[src/common/hdmi_out_pkg.sv]
/*
 * HDMI output stage, shared definitions
 * Pixel and counter widths, the sync bundle that travels from the
 * raster generator to the output registers, the horizontal phase
 * encoding and the pixel path latency that both paths agree on
 */

package hdmi_out_pkg;

  //////////////////////////////
  // Pixel data
  //////////////////////////////

  // One 24 bit RGB pixel
  // Red in [23:16], green in [15:8], blue in [7:0]
  typedef logic [23:0] pixel_t;

  // Single color channel
  typedef logic [7:0] color_t;

  //////////////////////////////
  // Raster counters
  //////////////////////////////

  // Horizontal count, wide enough for any phase length up to 4095
  typedef logic [11:0] hcnt_t;

  // Vertical line count, up to 2047 lines per frame
  typedef logic [10:0] vcnt_t;

  //////////////////////////////
  // Sync bundle
  //////////////////////////////

  // Active high syncs plus data enable
  // Bit order hsync, vsync, de from MSB down
  typedef struct packed {
    logic hsync;
    logic vsync;
    logic de;
  } sync_t;

  // Horizontal phases in line order
  // Counting up from HP_SYNC wraps back after HP_FRONT
  typedef enum logic [1:0] {
    HP_SYNC   = 2'd0,
    HP_BACK   = 2'd1,
    HP_ACTIVE = 2'd2,
    HP_FRONT  = 2'd3
  } hphase_e;

  //////////////////////////////
  // Pipeline alignment
  //////////////////////////////

  // Clocks through the color range converter
  // Sync path is delayed by the same amount
  localparam int PIX_LAT = 2;

endpackage
[src/source/hdmi_out_top.sv]
/*
 * HDMI output top level
 * Raster timing generator and color range converter side by side,
 * joined in the registered output stage. Timing values are set here
 * and passed down to the generator.
 */

`timescale 1ns/1ps

module hdmi_out_top #(
  parameter int H_SYNC   = 44,
  parameter int H_BACK   = 148,
  parameter int H_ACTIVE = 1920,
  parameter int H_FRONT  = 88,
  parameter int V_SYNC   = 5,
  parameter int V_BACK   = 36,
  parameter int V_ACTIVE = 1080,
  parameter int V_FRONT  = 4
) (
  input  logic                  HDMI_CLK_w,
  input  logic                  HDMI_nRST_w,
  input  logic                  limited_range_i,
  input  hdmi_out_pkg::pixel_t  vd_i,
  output logic                  hsync_o,
  output logic                  vsync_o,
  output logic                  de_o,
  output hdmi_out_pkg::pixel_t  vd_o
);

  import hdmi_out_pkg::*;

  // Delayed syncs from the generator
  sync_t  tim_sync;
  // Pixel after range mapping
  pixel_t conv_pix;

  //////////////////////////////
  // Timing path
  //////////////////////////////

  video_timing_gen #(
    .H_SYNC   (H_SYNC),
    .H_BACK   (H_BACK),
    .H_ACTIVE (H_ACTIVE),
    .H_FRONT  (H_FRONT),
    .V_SYNC   (V_SYNC),
    .V_BACK   (V_BACK),
    .V_ACTIVE (V_ACTIVE),
    .V_FRONT  (V_FRONT)
  ) timing_u (
    .HDMI_CLK_w  (HDMI_CLK_w),
    .HDMI_nRST_w (HDMI_nRST_w),
    .sync_o      (tim_sync)
  );

  //////////////////////////////
  // Pixel path
  //////////////////////////////

  color_range_conv conv_u (
    .HDMI_CLK_w      (HDMI_CLK_w),
    .HDMI_nRST_w     (HDMI_nRST_w),
    .limited_range_i (limited_range_i),
    .pix_i           (vd_i),
    .pix_o           (conv_pix)
  );

  // Both paths meet here, one more clock to the pins
  hdmi_out_stage out_u (
    .HDMI_CLK_w  (HDMI_CLK_w),
    .HDMI_nRST_w (HDMI_nRST_w),
    .sync_i      (tim_sync),
    .pix_i       (conv_pix),
    .hsync_o     (hsync_o),
    .vsync_o     (vsync_o),
    .de_o        (de_o),
    .vd_o        (vd_o)
  );

endmodule

[src/source/hdmi_out_stage.sv]
/*
 * HDMI output stage
 * Registers sync, data enable and pixel data onto the pins and
 * forces the pixel to black outside the active area
 */

`timescale 1ns/1ps

module hdmi_out_stage (
  input  logic                  HDMI_CLK_w,
  input  logic                  HDMI_nRST_w,
  input  hdmi_out_pkg::sync_t   sync_i,
  input  hdmi_out_pkg::pixel_t  pix_i,
  output logic                  hsync_o,
  output logic                  vsync_o,
  output logic                  de_o,
  output hdmi_out_pkg::pixel_t  vd_o
);

  //////////////////////////////
  // Output registers
  //////////////////////////////

  // Pins come straight from flops
  // All low and black until the pipeline has filled
  always_ff @(posedge HDMI_CLK_w or negedge HDMI_nRST_w) begin
    if (!HDMI_nRST_w) begin
      hsync_o <= 1'b0;
      vsync_o <= 1'b0;
      de_o    <= 1'b0;
      vd_o    <= '0;
    end else begin
      hsync_o <= sync_i.hsync;
      vsync_o <= sync_i.vsync;
      de_o    <= sync_i.de;
      // Blank outside data enable
      // Whatever arrives in the porches never reaches the pins
      if (sync_i.de)
        vd_o <= pix_i;
      else
        vd_o <= '0;
    end
  end

endmodule

[src/source/color_range_conv.sv]
/*
 * Color range converter
 * Maps each 8 bit channel from full range to limited range
 * (16 to 235) as 16 + ((x * 219 + 128) >> 8), or passes the
 * pixel through untouched. Fixed latency of two clocks.
 */

`timescale 1ns/1ps

module color_range_conv (
  input  logic                  HDMI_CLK_w,
  input  logic                  HDMI_nRST_w,
  input  logic                  limited_range_i,
  input  hdmi_out_pkg::pixel_t  pix_i,
  output hdmi_out_pkg::pixel_t  pix_o
);

  import hdmi_out_pkg::*;

  // Product of one channel and the gain, max 255 * 219 + 128 fits
  typedef logic [15:0] prod_t;

  localparam prod_t  LIM_GAIN   = prod_t'(219);
  localparam prod_t  LIM_ROUND  = prod_t'(128);
  localparam color_t LIM_OFFSET = color_t'(16);

  logic   mode_q;
  prod_t  prod_q [3];
  pixel_t pix_q;
  pixel_t lim_pix;

  // Round, drop the fraction, add the black level
  function automatic color_t limit_chan(prod_t prod);
    prod_t rnd;
    rnd = prod + LIM_ROUND;
    return rnd[15:8] + LIM_OFFSET;
  endfunction

  //////////////////////////////
  // Stage 1
  //////////////////////////////

  // Mode bit travels with its pixel
  always_ff @(posedge HDMI_CLK_w or negedge HDMI_nRST_w) begin
    if (!HDMI_nRST_w)
      mode_q <= 1'b0;
    else
      mode_q <= limited_range_i;
  end

  // Per channel products, raw pixel kept for bypass
  always_ff @(posedge HDMI_CLK_w) begin
    for (int c = 0; c < 3; c++) begin
      prod_q[c] <= prod_t'(pix_i[8*c +: 8]) * LIM_GAIN;
    end
    pix_q <= pix_i;
  end

  //////////////////////////////
  // Stage 2
  //////////////////////////////

  always_comb begin
    for (int c = 0; c < 3; c++) begin
      lim_pix[8*c +: 8] = limit_chan(prod_q[c]);
    end
  end

  // Limited result or the delayed input
  always_ff @(posedge HDMI_CLK_w) begin
    pix_o <= mode_q ? lim_pix : pix_q;
  end

endmodule

[src/source/video_timing_gen.sv]
/*
 * Raster timing generator
 * Walks each line through sync, back porch, active and front porch,
 * counts lines per frame and derives hsync, vsync and data enable.
 * The sync bundle is delayed to line up with the pixel path.
 */

`timescale 1ns/1ps

module video_timing_gen #(
  parameter int H_SYNC   = 44,
  parameter int H_BACK   = 148,
  parameter int H_ACTIVE = 1920,
  parameter int H_FRONT  = 88,
  parameter int V_SYNC   = 5,
  parameter int V_BACK   = 36,
  parameter int V_ACTIVE = 1080,
  parameter int V_FRONT  = 4
) (
  input  logic                 HDMI_CLK_w,
  input  logic                 HDMI_nRST_w,
  output hdmi_out_pkg::sync_t  sync_o
);

  import hdmi_out_pkg::*;

  // Frame geometry in lines
  localparam int V_TOTAL     = V_SYNC + V_BACK + V_ACTIVE + V_FRONT;
  localparam int V_ACT_START = V_SYNC + V_BACK;
  localparam int V_ACT_END   = V_ACT_START + V_ACTIVE;

  hphase_e phase_q;
  hphase_e phase_nxt;
  hcnt_t   pcnt_q;
  hcnt_t   phase_last;
  vcnt_t   line_q;
  logic    phase_end;
  logic    line_end;
  sync_t   raw_sync;
  sync_t   dly_q [PIX_LAT];

  //////////////////////////////
  // Horizontal FSM
  //////////////////////////////

  // Last count of the current phase and the phase that follows
  always_comb begin
    unique case (phase_q)
      HP_SYNC: begin
        phase_last = hcnt_t'(H_SYNC - 1);
        phase_nxt  = HP_BACK;
      end
      HP_BACK: begin
        phase_last = hcnt_t'(H_BACK - 1);
        phase_nxt  = HP_ACTIVE;
      end
      HP_ACTIVE: begin
        phase_last = hcnt_t'(H_ACTIVE - 1);
        phase_nxt  = HP_FRONT;
      end
      default: begin
        phase_last = hcnt_t'(H_FRONT - 1);
        phase_nxt  = HP_SYNC;
      end
    endcase
  end

  assign phase_end = (pcnt_q == phase_last);
  // Last clock of the front porch closes the line
  assign line_end  = phase_end && (phase_q == HP_FRONT);

  // Reset lands on clock 0 of line 0
  always_ff @(posedge HDMI_CLK_w or negedge HDMI_nRST_w) begin
    if (!HDMI_nRST_w) begin
      phase_q <= HP_SYNC;
      pcnt_q  <= '0;
    end else if (phase_end) begin
      phase_q <= phase_nxt;
      pcnt_q  <= '0;
    end else begin
      pcnt_q  <= pcnt_q + hcnt_t'(1);
    end
  end

  //////////////////////////////
  // Line counter
  //////////////////////////////

  always_ff @(posedge HDMI_CLK_w or negedge HDMI_nRST_w) begin
    if (!HDMI_nRST_w) begin
      line_q <= '0;
    end else if (line_end) begin
      // Wrap at end of frame
      if (line_q == vcnt_t'(V_TOTAL - 1))
        line_q <= '0;
      else
        line_q <= line_q + vcnt_t'(1);
    end
  end

  //////////////////////////////
  // Sync decode and delay
  //////////////////////////////

  // Raw syncs for the current raster position
  always_comb begin
    raw_sync.hsync = (phase_q == HP_SYNC);
    raw_sync.vsync = (line_q < vcnt_t'(V_SYNC));
    raw_sync.de    = (phase_q == HP_ACTIVE) &&
                     (line_q >= vcnt_t'(V_ACT_START)) &&
                     (line_q <  vcnt_t'(V_ACT_END));
  end

  // Match the converter latency so syncs and pixels stay paired
  always_ff @(posedge HDMI_CLK_w or negedge HDMI_nRST_w) begin
    if (!HDMI_nRST_w) begin
      for (int i = 0; i < PIX_LAT; i++) begin
        dly_q[i] <= '0;
      end
    end else begin
      dly_q[0] <= raw_sync;
      for (int i = 1; i < PIX_LAT; i++) begin
        dly_q[i] <= dly_q[i-1];
      end
    end
  end

  assign sync_o = dly_q[PIX_LAT-1];

endmodule

[config.mk]
export PLATFORM = sky130hd
export DESIGN_NAME = hdmi_out_top
export DESIGN_NICKNAME = d
export VERILOG_FILES = /design/src/common/hdmi_out_pkg.sv /design/src/source/hdmi_out_top.sv /design/src/source/hdmi_out_stage.sv /design/src/source/color_range_conv.sv /design/src/source/video_timing_gen.sv
export SDC_FILE = /design/constraint.sdc
export NUM_CORES = 1
export LEC_CHECK = 0
export BUFFER_PORTS_ARGS = -buffer_cell sky130_fd_sc_hd__buf_2
export CORE_MARGIN = 2
export CORE_UTILIZATION = 62
export CTS_CLUSTER_SIZE = 25
export DETAILED_ROUTE_END_ITERATION = 10
export GPL_ROUTABILITY_DRIVEN = 1
export HOLD_SLACK_MARGIN = 0.05
export PLACE_DENSITY = 0.89
export SLEW_MARGIN = 10
export SYNTH_ARGS = -nofsm -noshare
export SYNTH_HDL_FRONTEND = slang
export SYNTH_HIERARCHICAL = 1
export SYNTH_SLANG_ARGS = --single-unit
[constraint.sdc]
create_clock -name HDMI_CLK_w -period 2.5 [get_ports HDMI_CLK_w]
set_clock_uncertainty 0.1 [all_clocks]
set_input_delay 0 -clock HDMI_CLK_w [delete_from_list [all_inputs] [get_ports HDMI_CLK_w]]
set_output_delay 0 -clock HDMI_CLK_w [all_outputs]
set_load 0.05 [all_outputs]
==> results.json <==
{
  "critPathKind": "in2reg",
  "detail_route.wl_per_cell_um": 26.6,
  "final_cell_mix": "125 x buf_4, 109 x inv_1, 92 x ha_1",
  "antenna_left": 0,
  "yosys-mux-area-fraction": 0.0193,
  "setup_viol": 27,
  "grtUsageMet2": 0.669,
  "nets": 1275,
  "power.leakage_nw": 5.79,
  "routed_via_density": 6.71,
  "cap_violations": 0,
  "cp-endpoint": "conv_u/prod_q[0][15]",
  "regToRegEndpoint": "timing_u/phase_q[0]",
  "grt_pass1_wl_mm": 44.3,
  "ys_seq_area_frac": 0.338,
  "grt_pass1_vias": 8451,
  "yosysWarnings": 6,
  "report.final.slew_viol_count": 0,
  "die_x_um": 123,
  "synth_top_family_by_area": "adder cells",
  "ff2ff_path_depth": 7,
  "grt_usage": 0.388,
  "worst_slew_pin_slew_ns": 0.902,
  "clock_path_buffers": 2,
  "synth_simple_gate_area_frac": 0.127,
  "h-tree-depth": 4,
  "core-area_um2": 13900,
  "postSynthCellCount": 856,
  "ys_ff_latch": 134,
  "grt_use_met3": 0.0913,
  "outcome": "finished with violations",
  "rsz0062_at_grt": "true",
  "min_period_over_period": 1.34,
  "syn_nets": 1060,
  "synthTopCellsByArea": "ha_1 18%, dfxtp_1 17%, dfrtp_1 17%",
  "tritoncts": "yes",
  "grt_overflow": 0,
  "grt_busiest_layer": "met2",
  "vdd_drop_max_v": 0.000645,
  "fin_setup_tns_ns": -12.47,
  "clk_pin_slew_worst_paths_ns": 0.06,
  "cpMostUsedCell": "fa_1",
  "syn_area_um2": 8820,
  "num_vias": 8482,
  "cp.arrival_ns": 3.57,
  "yosys.area_share.adder": 0.294,
  "cp-startpoint": "vd_i[3]",
  "violations": "setup timing",
  "avgSynthCellArea_um2": 10.3,
  "cts_root_buffer": "clkbuf_16",
  "synth-edff-count": 0,
  "post-dp-hpwl_mm": 15.3,
  "synth_ff_type": "dfxtp_1",
  "r2r-start": "timing_u/phase_q[0]",
  "synth-compound-area-share": 0.0932,
  "layout_setup_ws_ns": -0.844,
  "power.density_nw_per_um2": 1080,
  "cts_buffers": 17,
  "syn2layout_area_growth_pct": 37.8,
  "slew-limit-headroom": 0.399,
  "grt_max_degree": 37,
  "clock_sinks": 134,
  "wl_mm": 33.7,
  "gp_routability_congestion": 0.880,
  "yosys.area.top_type": "ha_1",
  "met1_usage": 0.423,
  "fmax_ghz": 0.299,
  "crit_chain": "buf_8, ha_4, inv_4, fa_1, fa_1, fa_1, inv_2, ha_4, a21o_4, a2111oi_4, a21oi_4, buf_4, a2111oi_4, nor3b_2",
  "hold_path_class": "in2reg",
  "max_stage_delay_ns": 0.53,
  "start_kind": "primary input",
  "min_period_ns": 3.34,
  "drt_iter0_drc": 1159,
  "required_ns": 2.72,
  "place_ws_ns": -1.02,
  "rows": 43,
  "mostFrequentLayoutCell": "buf_4",
  "synth_top_area_frac": 0.180,
  "timing.final.hold_violations": 0,
  "die_h_um": 123,
  "endpoint_kind": "flop",
  "yosysUniqueCellTypes": 69,
  "drt_first_pass_iters": 9,
  "path_max_fanout": 3,
  "postSynth.asyncResetShare": 0.440,
  "worstSkewPairLatency_ns": 0.44,
  "initial_core_util": 0.635,
  "synth-xor-area-share": 0.0596,
  "rrSetupSlack_ns": -0.01,
  "io_buffers": 53,
  "dieArea_um2": 15200,
  "cpMaxStageDelayCell": "fa_1",
  "ioPinCount": 54,
  "drc": 0,
  "antenna_found_initial": 1,
  "drive_gt1_frac": 0.353
}
## how the worst min path moves through the flow
stage	to	startpoint	cells past startpoint	slack (ns)
floorplan	conv_u/mode_q	HDMI_nRST_w	0	-0.40
global placement	out_u/vd_o[21]	HDMI_nRST_w	1	-0.24
detailed placement	out_u/vd_o[21]	HDMI_nRST_w	1	-0.23
finish	conv_u/pix_q[1]	vd_i[1]	2	0.13
CTS	conv_u/mode_q	limited_range_i	2	0.12
global route	conv_u/pix_q[1]	vd_i[1]	2	0.13
## metal layers
metal / up-vias / share of wire
li1: 3335 / -
met1: 3963 / 0.33
met2: 828 / 0.45
met3: 356 / 0.11
met4: 0 / 0.11
met5: - / 0
## synth_stat cells, drive strengths merged (2+ instances only)
cell type,instances
inv,132
ha,127
dfxtp,75
dfrtp,59
fa,50
xnor2,37
nor2,36
a21oi,31
o21ai,31
and2,30
nand3,29
nand2,27
xor2,23
nand4,20
nor3,20
buf,13
mux2,13
or3,13
a2111oi,10
a21o,10
clkbuf,6
o21a,6
and3,5
o41ai,4
or2,4
a211oi,3
a222oi,3
a31oi,3
and4,3
nor4,3
o211ai,3
a211o,2
a221oi,2
mux2i,2
o22a,2
o31ai,2
or3b,2
or4,2
## registers in the layout, indices dropped and copies added, names as in the netlist
register / count
conv_u/prod_q: 30
conv_u/pix_o: 24
out_u/vd_o: 24
conv_u/pix_q: 21
timing_u/pcnt_q: 12
timing_u/line_q: 11
timing_u/dly_q: 3
timing_u/sync_o: 3
timing_u/phase_q: 2
conv_u/mode_q: 1
out_u/de_o: 1
out_u/hsync_o: 1
out_u/vsync_o: 1
## worst max-delay path: cells and delay by family
family,cells,cell delay (ns)
AND/OR/NAND/NOR,1,0.08
buffers and inverters,4,0.53
AO/OA/AOI/OAI,4,1.09
adder cells (fa/ha/maj),5,1.87
## final cells by class
| class | count | area, µm² |
|---|---|---|
| tap | 180 | 225 |
| multi-input combinational | 571 | 6030 |
| sequential | 134 | 2980 |
| antenna | 1 | 2.50 |
| clock buffer | 24 | 546 |
| fill | 540 | 1730 |
| clock inverter | 8 | 105 |
| inverter | 132 | 503 |
| timing repair buffer | 215 | 1760 |
## repair_timing
item                                    4_1_cts  5_1_grt
pin swaps                                    38       31
setup buffers                                12       13
hold endpoints to repair                     84        0
hold buffers                                 28        0
endpoints found under the setup margin       26       38
gates resized for setup                     103       49
## cells by family (layout without fill, tap and decap cells)
logic type | Yosys count | after routing
and+or+nand+nor | 199 | 199
adders and majority gates | 177 | 177
buffers and inverters | 151 | 379
DFF | 134 | 134
AOI/OAI and AO/OA | 120 | 120
xor gates and xnor gates | 60 | 60
muxes | 15 | 15
other | 0 | 1
## metrics by stage
step | std cells | power (W) | hold slack, ns | instance area (µm²) | util
after floorplan | 856 | 0.00623 | -0.396 | 9150 | -
after global placement | 1182 | 0.00757 | -0.240 | 10400 | 0.747
after detailed placement | 1182 | 0.00790 | -0.232 | 10400 | 0.747
after CTS | 1254 | 0.0114 | 0.116 | 11800 | 0.853
after global routing | 1264 | 0.0135 | 0.135 | 12200 | 0.875
final | 1265 | 0.0131 | 0.132 | 12200 | 0.876
## where the power goes
| part | switching, W | leakage (nW) | internal (W) |
|---|---|---|---|
| clock network | 0.00102 | 0.315 | 0.00173 |
| registers | 0.000388 | 1.42 | 0.00262 |
| logic | 0.00390 | 4.05 | 0.00343 |
Note: power is estimated with default switching activity, not from simulation.
